[config.mk]
export PLATFORM = sky130hd
export DESIGN_NAME = fd_top
export DESIGN_NICKNAME = d
export VERILOG_FILES = /design/src/design/fd_pkg.sv /design/src/design/fd_input_capture.sv /design/src/design/fd_control.sv /design/src/design/fd_record_update.sv /design/src/design/fd_top.sv
export VERILOG_INCLUDE_DIRS = /design/src /design/src/design
export SDC_FILE = /design/constraint.sdc
export NUM_CORES = 1
export LEC_CHECK = 0
export ABC_AREA = 1
export BUFFER_PORTS_ARGS = -buffer_cell sky130_fd_sc_hd__buf_4
export CAP_MARGIN = 15
export CORE_MARGIN = 2
export CORE_UTILIZATION = 56
export CTS_CLUSTER_SIZE = 28
export DETAILED_ROUTE_END_ITERATION = 8
export PLACE_DENSITY = 0.89
export SYNTH_ARGS = -nofsm -noshare
export SYNTH_HDL_FRONTEND = slang
export SYNTH_SLANG_ARGS = --single-unit
export TNS_END_PERCENT = 100
[constraint.sdc]
create_clock -name clk -period 7.2 [get_ports clk]
set_input_delay 0.72 -clock clk [delete_from_list [all_inputs] [get_ports clk]]
set_output_delay 0.72 -clock clk [all_outputs]
set_load 0.1 [all_outputs]
[src/design/fd_config.svh]
`ifndef FD_CONFIG_SVH
`define FD_CONFIG_SVH

// ==================================================
// field widths
// ==================================================

// delivery-man id and restaurant id
`define FD_ID_W 8

// stock and order-limit counts
`define FD_SER_W 8

// input bus word
`define FD_BUS_W 16

// ==================================================
// dram word layout
// ==================================================

`define FD_WORD_W 64
`define FD_ADDR_W 8

// one customer slot, stored byte-swapped
`define FD_SLOT_W 16

// slot 2 on top, then slot 1, then the restaurant info
`define FD_SLOT2_LSB 48
`define FD_SLOT1_LSB 32
`define FD_RES_LSB 0

// foods kept per restaurant
`define FD_FOOD_CNT 3

`endif

[src/design/fd_pkg.sv]
`include "fd_config.svh"

package fd_pkg;

    // ==================================================
    // encodings
    // ==================================================

    typedef enum logic [2:0] {
        ACT_NONE    = 3'd0,
        ACT_ORDER   = 3'd1,
        ACT_DELIVER = 3'd2,
        ACT_CANCEL  = 3'd3
    } action_e;

    typedef enum logic [1:0] {
        FOOD_NONE = 2'd0,
        FOOD1     = 2'd1,
        FOOD2     = 2'd2,
        FOOD3     = 2'd3
    } food_e;

    typedef enum logic [1:0] {
        ST_NONE   = 2'd0,
        ST_NORMAL = 2'd1,
        ST_VIP    = 2'd2
    } status_e;

    typedef enum logic [3:0] {
        ERR_NONE          = 4'd0,
        ERR_RES_BUSY      = 4'd1,
        ERR_NO_CUSTOMERS  = 4'd2,
        ERR_WRONG_CANCEL  = 4'd3,
        ERR_WRONG_RES_ID  = 4'd4,
        ERR_WRONG_FOOD_ID = 4'd5
    } err_e;

    // ==================================================
    // records
    // ==================================================

    typedef struct packed {
        status_e               status;
        logic [`FD_ID_W-1:0]   res_id;
        food_e                 food_id;
        logic [3:0]            ser;
    } ctm_info_t;

    // slot 2 sits in the upper half
    typedef struct packed {
        ctm_info_t ctm_info2;
        ctm_info_t ctm_info1;
    } dman_info_t;

    // stock[3] is food3, so a food id indexes it directly
    typedef struct packed {
        logic [`FD_FOOD_CNT:1][`FD_SER_W-1:0] stock;
        logic [`FD_SER_W-1:0]                 limit;
    } res_info_t;

    typedef struct packed {
        food_e      food_id;
        logic [5:0] ser;
    } food_ser_t;

    // ==================================================
    // input bus views
    // ==================================================

    typedef struct packed {
        logic [`FD_BUS_W-$bits(action_e)-1:0] rsvd;
        action_e                              act;
    } bus_act_t;

    typedef struct packed {
        logic [`FD_BUS_W-`FD_ID_W-1:0] rsvd;
        logic [`FD_ID_W-1:0]           val;
    } bus_id_t;

    typedef struct packed {
        logic [`FD_BUS_W-$bits(food_ser_t)-1:0] rsvd;
        food_ser_t                              food;
    } bus_food_t;

    typedef union packed {
        bus_act_t  act;
        bus_id_t   id;
        bus_id_t   res;
        bus_food_t food;
    } d_bus_u;

    // captured command with its operand flags
    typedef struct packed {
        action_e             act;
        logic [`FD_ID_W-1:0] id;
        logic [`FD_ID_W-1:0] res;
        food_ser_t           food;
        logic                id_ok;
        logic                res_ok;
        logic                food_ok;
    } fd_cmd_t;

endpackage

[src/design/fd_input_capture.sv]
`timescale 1ns/1ps
`include "fd_config.svh"

module fd_input_capture
    import fd_pkg::*;
(
    input  logic    clk,
    input  logic    inf,
    input  d_bus_u  d,
    input  logic    act_valid,
    input  logic    id_valid,
    input  logic    res_valid,
    input  logic    food_valid,
    input  logic    done,
    output fd_cmd_t cmd
);

    action_e             act_q;
    logic [`FD_ID_W-1:0] id_q;
    logic [`FD_ID_W-1:0] res_q;
    food_ser_t           food_q;
    logic                id_ok_q;
    logic                res_ok_q;
    logic                food_ok_q;

    // ==================================================
    // action and captured flags
    // ==================================================

    // all cleared together at the end of a command
    always_ff @(posedge clk or negedge inf) begin
        if (!inf) begin
            act_q     <= ACT_NONE;
            id_ok_q   <= 1'b0;
            res_ok_q  <= 1'b0;
            food_ok_q <= 1'b0;
        end else if (done) begin
            act_q     <= ACT_NONE;
            id_ok_q   <= 1'b0;
            res_ok_q  <= 1'b0;
            food_ok_q <= 1'b0;
        end else begin
            if (act_valid) begin
                act_q <= d.act.act;
            end
            if (id_valid) begin
                id_ok_q <= 1'b1;
            end
            if (res_valid) begin
                res_ok_q <= 1'b1;
            end
            if (food_valid) begin
                food_ok_q <= 1'b1;
            end
        end
    end

    // ==================================================
    // operands
    // ==================================================

    // each strobe picks its own view of the bus word
    always_ff @(posedge clk) begin
        if (id_valid) begin
            id_q <= d.id.val;
        end
        if (res_valid) begin
            res_q <= d.res.val;
        end
        if (food_valid) begin
            food_q <= d.food.food;
        end
    end

    assign cmd = '{
        act:     act_q,
        id:      id_q,
        res:     res_q,
        food:    food_q,
        id_ok:   id_ok_q,
        res_ok:  res_ok_q,
        food_ok: food_ok_q
    };

endmodule

[src/design/fd_control.sv]
`timescale 1ns/1ps
`include "fd_config.svh"

module fd_control
    import fd_pkg::*;
(
    input  logic                  clk,
    input  logic                  inf,
    input  fd_cmd_t               cmd,
    input  err_e                  err,
    input  logic                  C_out_valid,
    output logic                  load,
    output logic                  commit,
    output logic                  done,
    output logic                  C_in_valid,
    output logic                  C_r_wb,
    output logic [`FD_ADDR_W-1:0] C_addr,
    output logic                  out_valid,
    output logic                  complete,
    output err_e                  err_msg
);

    typedef enum logic [2:0] {
        S_IDLE,
        S_READ,
        S_WAIT_READ,
        S_CALC,
        S_WRITE,
        S_WAIT_WRITE,
        S_OUTPUT
    } state_e;

    state_e state;
    state_e state_nxt;
    logic   addr_ok;
    logic   complete_q;
    err_e   err_q;

    // address operand of each action
    always_comb begin
        case (cmd.act)
            ACT_ORDER:              addr_ok = cmd.res_ok;
            ACT_DELIVER, ACT_CANCEL: addr_ok = cmd.id_ok;
            default:                addr_ok = 1'b0;
        endcase
    end

    // ==================================================
    // transaction fsm
    // ==================================================

    always_ff @(posedge clk or negedge inf) begin
        if (!inf) begin
            state <= S_IDLE;
        end else begin
            state <= state_nxt;
        end
    end

    always_comb begin
        state_nxt = state;
        case (state)
            S_IDLE: begin
                if (cmd.act != ACT_NONE) begin
                    state_nxt = S_READ;
                end
            end
            S_READ: begin
                if (addr_ok) begin
                    state_nxt = S_WAIT_READ;
                end
            end
            S_WAIT_READ: begin
                if (C_out_valid) begin
                    state_nxt = S_CALC;
                end
            end
            // skip the write when the command fails
            S_CALC:       state_nxt = (err == ERR_NONE) ? S_WRITE : S_OUTPUT;
            S_WRITE:      state_nxt = S_WAIT_WRITE;
            S_WAIT_WRITE: begin
                if (C_out_valid) begin
                    state_nxt = S_OUTPUT;
                end
            end
            S_OUTPUT:     state_nxt = S_IDLE;
            default:      state_nxt = S_IDLE;
        endcase
    end

    // ==================================================
    // dram request
    // ==================================================

    assign C_in_valid = (state == S_READ && addr_ok) || (state == S_WRITE);
    assign C_r_wb     = (state != S_WRITE);
    assign C_addr     = (cmd.act == ACT_ORDER) ? cmd.res : cmd.id;

    assign load   = (state == S_WAIT_READ) && C_out_valid;
    assign commit = (state == S_CALC) && (err == ERR_NONE);

    // ==================================================
    // result
    // ==================================================

    // judged once in calc, shown in the output cycle
    always_ff @(posedge clk or negedge inf) begin
        if (!inf) begin
            complete_q <= 1'b0;
            err_q      <= ERR_NONE;
        end else if (state == S_CALC) begin
            complete_q <= (err == ERR_NONE);
            err_q      <= err;
        end
    end

    assign out_valid = (state == S_OUTPUT);
    assign done      = (state == S_OUTPUT);
    assign complete  = out_valid & complete_q;
    assign err_msg   = out_valid ? err_q : ERR_NONE;

endmodule

[src/design/fd_record_update.sv]
`timescale 1ns/1ps
`include "fd_config.svh"

module fd_record_update
    import fd_pkg::*;
(
    input  logic                  clk,
    input  logic                  inf,
    input  fd_cmd_t               cmd,
    input  logic                  load,
    input  logic                  commit,
    input  logic [`FD_WORD_W-1:0] C_data_r,
    output err_e                  err,
    output logic [`FD_WORD_W-1:0] C_data_w,
    output logic [`FD_WORD_W-1:0] out_info,
    input  logic                  out_valid,
    input  logic                  complete
);

    dman_info_t           dman_q;
    res_info_t            res_q;
    dman_info_t           dman_nxt;
    res_info_t            res_nxt;
    logic                 occ1;
    logic                 occ2;
    logic                 res_hit1;
    logic                 res_hit2;
    logic                 hit1;
    logic                 hit2;
    logic [`FD_SER_W-1:0] room;
    logic [`FD_SER_W-1:0] ser_ext;

    // slots sit in dram with their bytes swapped
    function automatic logic [`FD_SLOT_W-1:0] swap_bytes(input logic [`FD_SLOT_W-1:0] w);
        return {w[7:0], w[15:8]};
    endfunction

    // ==================================================
    // record register
    // ==================================================

    always_ff @(posedge clk or negedge inf) begin
        if (!inf) begin
            dman_q <= '0;
            res_q  <= '0;
        end else if (load) begin
            dman_q.ctm_info2 <= swap_bytes(C_data_r[`FD_SLOT2_LSB +: `FD_SLOT_W]);
            dman_q.ctm_info1 <= swap_bytes(C_data_r[`FD_SLOT1_LSB +: `FD_SLOT_W]);
            res_q            <= C_data_r[`FD_RES_LSB +: $bits(res_info_t)];
        end else if (commit) begin
            dman_q <= dman_nxt;
            res_q  <= res_nxt;
        end
    end

    // slot matching for cancel
    assign occ1     = (dman_q.ctm_info1.status != ST_NONE);
    assign occ2     = (dman_q.ctm_info2.status != ST_NONE);
    assign res_hit1 = occ1 && (dman_q.ctm_info1.res_id == cmd.res);
    assign res_hit2 = occ2 && (dman_q.ctm_info2.res_id == cmd.res);
    assign hit1     = res_hit1 && (dman_q.ctm_info1.food_id == cmd.food.food_id);
    assign hit2     = res_hit2 && (dman_q.ctm_info2.food_id == cmd.food.food_id);

    // free capacity, wraps like the 8-bit counters
    assign room    = res_q.limit - res_q.stock[1] - res_q.stock[2] - res_q.stock[3];
    assign ser_ext = `FD_SER_W'(cmd.food.ser);

    // ==================================================
    // error check
    // ==================================================

    always_comb begin
        err = ERR_NONE;
        case (cmd.act)
            ACT_DELIVER: begin
                if (!occ1) begin
                    err = ERR_NO_CUSTOMERS;
                end
            end
            ACT_ORDER: begin
                if (room < ser_ext) begin
                    err = ERR_RES_BUSY;
                end
            end
            ACT_CANCEL: begin
                if (!occ1 && !occ2) begin
                    err = ERR_WRONG_CANCEL;
                end else if (!res_hit1 && !res_hit2) begin
                    err = ERR_WRONG_RES_ID;
                end else if (!hit1 && !hit2) begin
                    err = ERR_WRONG_FOOD_ID;
                end
            end
            default: err = ERR_NONE;
        endcase
    end

    // ==================================================
    // updated record
    // ==================================================

    always_comb begin
        dman_nxt = dman_q;
        res_nxt  = res_q;
        case (cmd.act)
            ACT_ORDER: begin
                if (cmd.food.food_id != FOOD_NONE) begin
                    res_nxt.stock[cmd.food.food_id] = res_q.stock[cmd.food.food_id] + ser_ext;
                end
            end
            ACT_DELIVER: begin
                dman_nxt.ctm_info1 = dman_q.ctm_info2;
                dman_nxt.ctm_info2 = '0;
            end
            ACT_CANCEL: begin
                if (occ1 && occ2) begin
                    if (hit1 && hit2) begin
                        dman_nxt = '0;
                    end else if (hit1) begin
                        // second customer moves up
                        dman_nxt.ctm_info1 = dman_q.ctm_info2;
                        dman_nxt.ctm_info2 = '0;
                    end else begin
                        dman_nxt.ctm_info2 = '0;
                    end
                end else begin
                    // a lone matching customer empties the whole queue
                    dman_nxt = '0;
                end
            end
            default: begin
                dman_nxt = dman_q;
            end
        endcase
    end

    assign C_data_w = {swap_bytes(dman_q.ctm_info2), swap_bytes(dman_q.ctm_info1), res_q};

    always_comb begin
        out_info = '0;
        if (out_valid && complete) begin
            case (cmd.act)
                ACT_ORDER:               out_info = {{$bits(dman_info_t){1'b0}}, res_q};
                ACT_DELIVER, ACT_CANCEL: out_info = {dman_q, {$bits(res_info_t){1'b0}}};
                default:                 out_info = '0;
            endcase
        end
    end

endmodule

[src/design/fd_top.sv]
`timescale 1ns/1ps
`include "fd_config.svh"

module fd_top
    import fd_pkg::*;
(
    input  logic                  clk,
    input  logic                  inf,
    input  d_bus_u                d,
    input  logic                  act_valid,
    input  logic                  id_valid,
    input  logic                  res_valid,
    input  logic                  food_valid,
    output logic                  out_valid,
    output logic                  complete,
    output err_e                  err_msg,
    output logic [`FD_WORD_W-1:0] out_info,
    output logic                  C_in_valid,
    output logic                  C_r_wb,
    output logic [`FD_ADDR_W-1:0] C_addr,
    output logic [`FD_WORD_W-1:0] C_data_w,
    input  logic                  C_out_valid,
    input  logic [`FD_WORD_W-1:0] C_data_r
);

    fd_cmd_t cmd;
    err_e    err;
    logic    load;
    logic    commit;
    logic    done;

    fd_input_capture u_capture (
        .clk        (clk),
        .inf        (inf),
        .d          (d),
        .act_valid  (act_valid),
        .id_valid   (id_valid),
        .res_valid  (res_valid),
        .food_valid (food_valid),
        .done       (done),
        .cmd        (cmd)
    );

    fd_control u_control (
        .clk         (clk),
        .inf         (inf),
        .cmd         (cmd),
        .err         (err),
        .C_out_valid (C_out_valid),
        .load        (load),
        .commit      (commit),
        .done        (done),
        .C_in_valid  (C_in_valid),
        .C_r_wb      (C_r_wb),
        .C_addr      (C_addr),
        .out_valid   (out_valid),
        .complete    (complete),
        .err_msg     (err_msg)
    );

    fd_record_update u_record (
        .clk       (clk),
        .inf       (inf),
        .cmd       (cmd),
        .load      (load),
        .commit    (commit),
        .C_data_r  (C_data_r),
        .err       (err),
        .C_data_w  (C_data_w),
        .out_info  (out_info),
        .out_valid (out_valid),
        .complete  (complete)
    );

endmodule

# Word-level counts from Yosys, hierarchy flattened
# Cells that the tools add are included.
# totals
reg_bits	101
elab_cells	126
inputBits	87
# op_classes
n_bitwise	1
n_mux	38
n_addsub	4
order_cmp	3
n_reduce_logical	39
eq_ne	19
# ops
op	count
32-bit 2-to-1 mux	4
64-bit one-hot mux with 2 select lines	1
64-bit 2-to-1 mux	1
32-bit one-hot mux with 2 select lines	1
16-bit 2-to-1 mux	3
24-bit 2-to-1 mux	2
24-bit bitwise mux	1
8-bit 2-to-1 mux	3
8-bit subtractor	3
3-bit 2-to-1 mux	7
3-bit one-hot mux with 6 select lines	1
2-bit nonzero test	9
8-bit binary-select mux with 2-bit select	1
8-bit demux with 2-bit select	1
8-bit equality test	2
1-bit logical AND	14
3-bit by 2-bit equality test with 1-bit output, second input constant	4
4-bit 2-to-1 mux	3
4-bit one-hot mux with 3 select lines	1
3-bit equality test, second input constant	3
8-bit by 6-bit adder with 8-bit output	1
8-bit by 6-bit less-than comparator with 1-bit output	1
3-bit by 1-bit equality test with 1-bit output, second input constant	2
1-bit logical NOT	6
other kinds (19)	29

# Logic depth before layout (Yosys ltp)
# depth
ltp_word	13
depth_mapped	23
depth_no_buf	22

# By module
# From an unflattened synthesis, not the netlist that was laid out.
# hier_totals
cells_unflattened	865
hier_area_um2	6548.8
# by_module_without_submodules
mod	instances	seq_area_each_um2	cells_per_inst	area_each_um2
fd_record_update	1	1601.5	729	4963.5
fd_input_capture	1	870.8	50	960.9
fd_control	1	200.2	86	624.3

# Least setup slack after synthesis
# OpenSTA, ideal clock, no wires.
# synth_timing
kind	register -> output
from	register u_control.state[0]
to	output port out_info[10]
arrival_ns	6.045
slack_ns	0.435
t_required_ns	6.480
stages_incl_launch_ff	7
n_path_buf	1
path_cell_list	dfrtp_1 > nor3_2 > inv_1 > nor2_1 > inv_2 > clkbuf_1 > nor3_1
# synth_via
elab_chain_cells	4
# synth_lines
element	line_no	rtl
start: declaration	fd_control.sv:33	state_e state;
start signal: assignment	fd_control.sv:56	state <= state_nxt;
3-bit equality test	fd_control.sv:117	assign out_valid = (state == S_OUTPUT);
via out_valid	fd_top.sv:14	output logic out_valid,
1-bit bitwise AND	fd_control.sv:119	assign complete = out_valid & complete_q;
via complete	fd_top.sv:15	output logic complete,
1-bit logical AND	fd_record_update.sv:141	if (out_valid && complete) begin
64-bit 2-to-1 mux	fd_record_update.sv:141	
end: declaration	fd_top.sv:17	output logic [`FD_WORD_W-1:0] out_info,
# The timed path passes the listed nets, and every way through them passes these cells.

# Worst setup path after layout
# layout_timing
from	register u_record.res_q, in the netlist u_record.C_data_w[10]
to	register u_record.dman_q, in the netlist u_record.C_data_w[36]
# layout_via
elab_chain_cells	10
# layout_lines
element	line_no	rtl
start: declaration	fd_record_update.sv:21	res_info_t res_q;
start signal: assignment	fd_record_update.sv:49	res_q <= C_data_r[`FD_RES_LSB +: $bits(res_info_t)];
start signal: assignment	fd_record_update.sv:52	res_q <= res_nxt;
8-bit subtractor (3 in a row)	fd_record_update.sv:65	assign room = res_q.limit - res_q.stock[1] - res_q.stock[2] - res_q.stock[3];
8-bit by 6-bit less-than comparator with 1-bit output	fd_record_update.sv:81	if (room < ser_ext) begin
1-bit 2-to-1 mux	fd_record_update.sv:81	
4-bit one-hot mux with 3 select lines	fd_record_update.sv:74	case (cmd.act)
4-bit logical NOT	fd_control.sv:100	assign commit = (state == S_CALC) && (err == ERR_NONE);
1-bit logical AND	fd_control.sv:100	
2-bit nonzero test (no line)	-	
3-bit AND reduction (no line)	-	
end signal: assignment	fd_record_update.sv:51	dman_q <= dman_nxt;
end: declaration	fd_record_update.sv:20	dman_info_t dman_q;
# No other way between the ends.
# A chain may end at the register's enable or synchronous reset.

==> metrics <==
status finished, final reports clean; CTS Buf Count 9; I/O pins 231; Yosys reg bits 100; largest net degree at the start of global routing 77; total number of yosys warnings 0; WP data arrival 4.82 ns; WP data required 7.44 ns; core footprint 0.0120 sq mm; Bufs on Longest Clock Path 2; relative slew slack 23.0%; Post-Syn Nets 1094; Clock transition at path regs 0.07 ns; Die Y 115 um; final setup vio count 0; drt total wl 21.9 mm; Root Buffer clkbuf_16; CTS Hold Buffers Added 0; Final Hold Fails 0; die extent in x 115 um; CP Class flip-flop to flip-flop; number of global-route vias before repair 6989; Vias 7331; register area share after synthesis 38.0%; initial antenna violation count 0; # resized after CTS 0; full die area 0.0132 sq mm; post-synth cell types 40; Synth Instances 973; Slew @ Worst Pin 1.15 ns; period utilisation layout 63.6%; layout cells sized above 1 22.5%; Setup crit end kind flip-flop; synthesized area 0.00691 sq mm; RSZ-0062 raised after global routing false; max-slew violations 0; syn_area_per_cell 7.10 sq um; fill count 975; area post-placement 0.00858 sq mm; Multi-input gate area 0.00356 sq mm; gr usage total 33.4%; Startpoint Class flip-flop; TritonCTS clock tree done; critical path fanouts, max 45; Fin Setup TNS 0 ns; Sink Count 100; Reg area 0.00262 sq mm; fmax 218 MHz; clk_skew 0.00863 ns; Initial DRT Pass Iterations 5; PortBufs 221; WL/cell 16.6 um; # rows 40; Max Cap Violations 0; Initial Util 57.5%; total congestion overflow 0; DR iter-0 viols 631; worst hold path class flip-flop to flip-flop; DPL Wire Length 16.2 mm; global-route wire length before repair 34.2 mm; Area growth syn-to-layout 29.5%; gp weighted congestion 0.927; vias per cell 5.55; crit path time final 4.58 ns; Setup Buffers After CTS 0; worst skew pair latency 0.36 ns; ant diodes 0; post-route cell area 0.00895 sq mm; DRC viols 0; htree depth 3; Detail Route Antenna Nets 0; # nets final 1290
## cell usage in the layout, fill, tap and decap left out, drive strengths merged
cell | netlist | final
nand2 | 341 | 341
buf | 18 | 222
inv | 146 | 146
dfrtp | 76 | 76
nor2 | 64 | 64
nor3 | 57 | 57
o21ai | 51 | 51
nand3 | 49 | 49
nand4 | 46 | 46
edfxtp | 24 | 24
ha | 19 | 19
fa | 15 | 15
clkbuf | 19 | 15
a21oi | 13 | 13
xnor2 | 7 | 7
o221ai | 6 | 6
xor2 | 5 | 5
a31oi | 4 | 4
o22ai | 2 | 2
o211ai | 2 | 2
nand3b | 2 | 2
clkinv | 1 | 1
o21a | 1 | 1
a221oi | 1 | 1
a311o | 1 | 1
or2 | 1 | 1
o311ai | 1 | 1
conb | 1 | 1
bufinv | 0 | 1
## cell type report
type	count	share of cell area (%)
clock buffer	15	3.71
inverter	147	6.17
clock inverter	1	0.336
tap	147	2.06
sequential	100	29.3
timing repair buffer	222	18.6
multi-input combinational	689	39.8
## cell usage after synthesis
master    instances  area share (%)
a311o_1           1            0.14
nor2_1           63             3.4
o21ai_2           1            0.13
ha_1             19             3.4
a221oi_1          1            0.13
buf_2             7            0.51
o21a_1            1            0.11
o221ai_1          6            0.76
dfrtp_1          76              28
buf_4             5            0.54
clkinv_1          1           0.054
xor2_1            5            0.63
nand2_1         339              18
conb_1            1           0.054
nand2_4           1            0.16
clkbuf_1         19             1.0
nand3_1          45             3.3
o22ai_1           2            0.18
inv_1           133             7.2
nand3_4           1            0.25
nand3b_1          2            0.22
edfxtp_1         24              10
or2_2             1           0.091
xnor2_1           7            0.89
nand4_1          45             4.1
o311ai_0          1            0.13
o21ai_0          50             3.6
buf_6             2            0.33
o211ai_1          2            0.22
nand4_4           1            0.31
a31oi_1           4            0.36
buf_1             4            0.22
inv_2            13            0.71
nor3_1           54             3.9
nand3_2           3            0.43
nor3_2            3            0.43
nor2_8            1            0.29
fa_1             15             4.3
nand2_2           1           0.091
a21oi_1          13            0.94
## critical path, stage by stage (launching register included)
cell and delay, ns:
dfrtp_1 0.42, inv_1 0.10, fa_1 0.55, inv_1 0.06, fa_1 0.52, inv_1 0.05
ha_1 0.37, nand3_1 0.09, nand2_1 0.13, a21oi_1 0.08, o21ai_0 0.20, xor2_1 0.20
ha_1 0.17, nor2_1 0.04, nand2_1 0.10, nor2_1 0.04, nand3_1 0.19, nand4_4 0.16
nand2_4 0.43, nand3_4 0.30, nand2_1 0.16, nand2_1 0.07
## final timing paths
check                                      start               endpoint  slack, ns  depth (start not counted)
max                        u_record.C_data_w[10]  u_record.C_data_w[36]       2.62                         21
min                        u_record.C_data_w[43]  u_record.C_data_w[43]       0.50                          2
max reg2reg                u_record.C_data_w[10]  u_record.C_data_w[36]       2.62                         21
min reg2reg                u_record.C_data_w[43]  u_record.C_data_w[43]       0.50                          2
max in group asynchronous                    inf  u_record.C_data_w[42]       6.02                          1
min in group asynchronous                    inf     u_control.err_q[2]       0.51                          1
## per-layer routing
metal	share of wire, %	vias up	global-route usage [%]
met5	0	-	0
met4	5.4	0	21.0
met3	8.8	82	6.06
met2	48	403	54.3
met1	38	3341	41.2
li1	-	3505	-
## logic make-up (layout without fill, tap and decap cells)
group / after synthesis / count (layout) / synth area share [%]
adder cells (fa/ha/maj): 34 / 34 / 7.79
buffers and inverters: 184 / 385 / 10.6
AND/OR/NAND/NOR: 560 / 560 / 35.4
other: 1 / 1 / 0.0543
XOR/XNOR: 12 / 12 / 1.52
AO/OA/AOI/OAI: 82 / 82 / 6.72
flip-flops: 100 / 100 / 38.0
## through the flow
stage,hold slack [ns],setup slack (ns),utilization [%],cells
after floorplan,0.424,0.435,-,973
after global placement,0.469,2.83,71.5,1305
after detailed placement,0.484,2.73,71.5,1305
after CTS,0.502,2.68,74.5,1321
after global routing,0.536,2.26,74.5,1321
final,0.498,2.62,74.5,1321
## state kept, by name, summed over array words and instances, names as in the netlist
name,count
u_record.C_data_w,64
u_capture.id_ok_q,1
u_control.state,3
u_capture.cmd,8
u_control.err_q,3
u_capture.act_q,3
u_capture.id_q,8
u_control.complete_q,1
u_capture.res_ok_q,1
u_capture.res_q,8
Power is left out: the tool's default activity adds up to more than one toggle a clock period on the data nets, which glitch-free logic cannot reach.
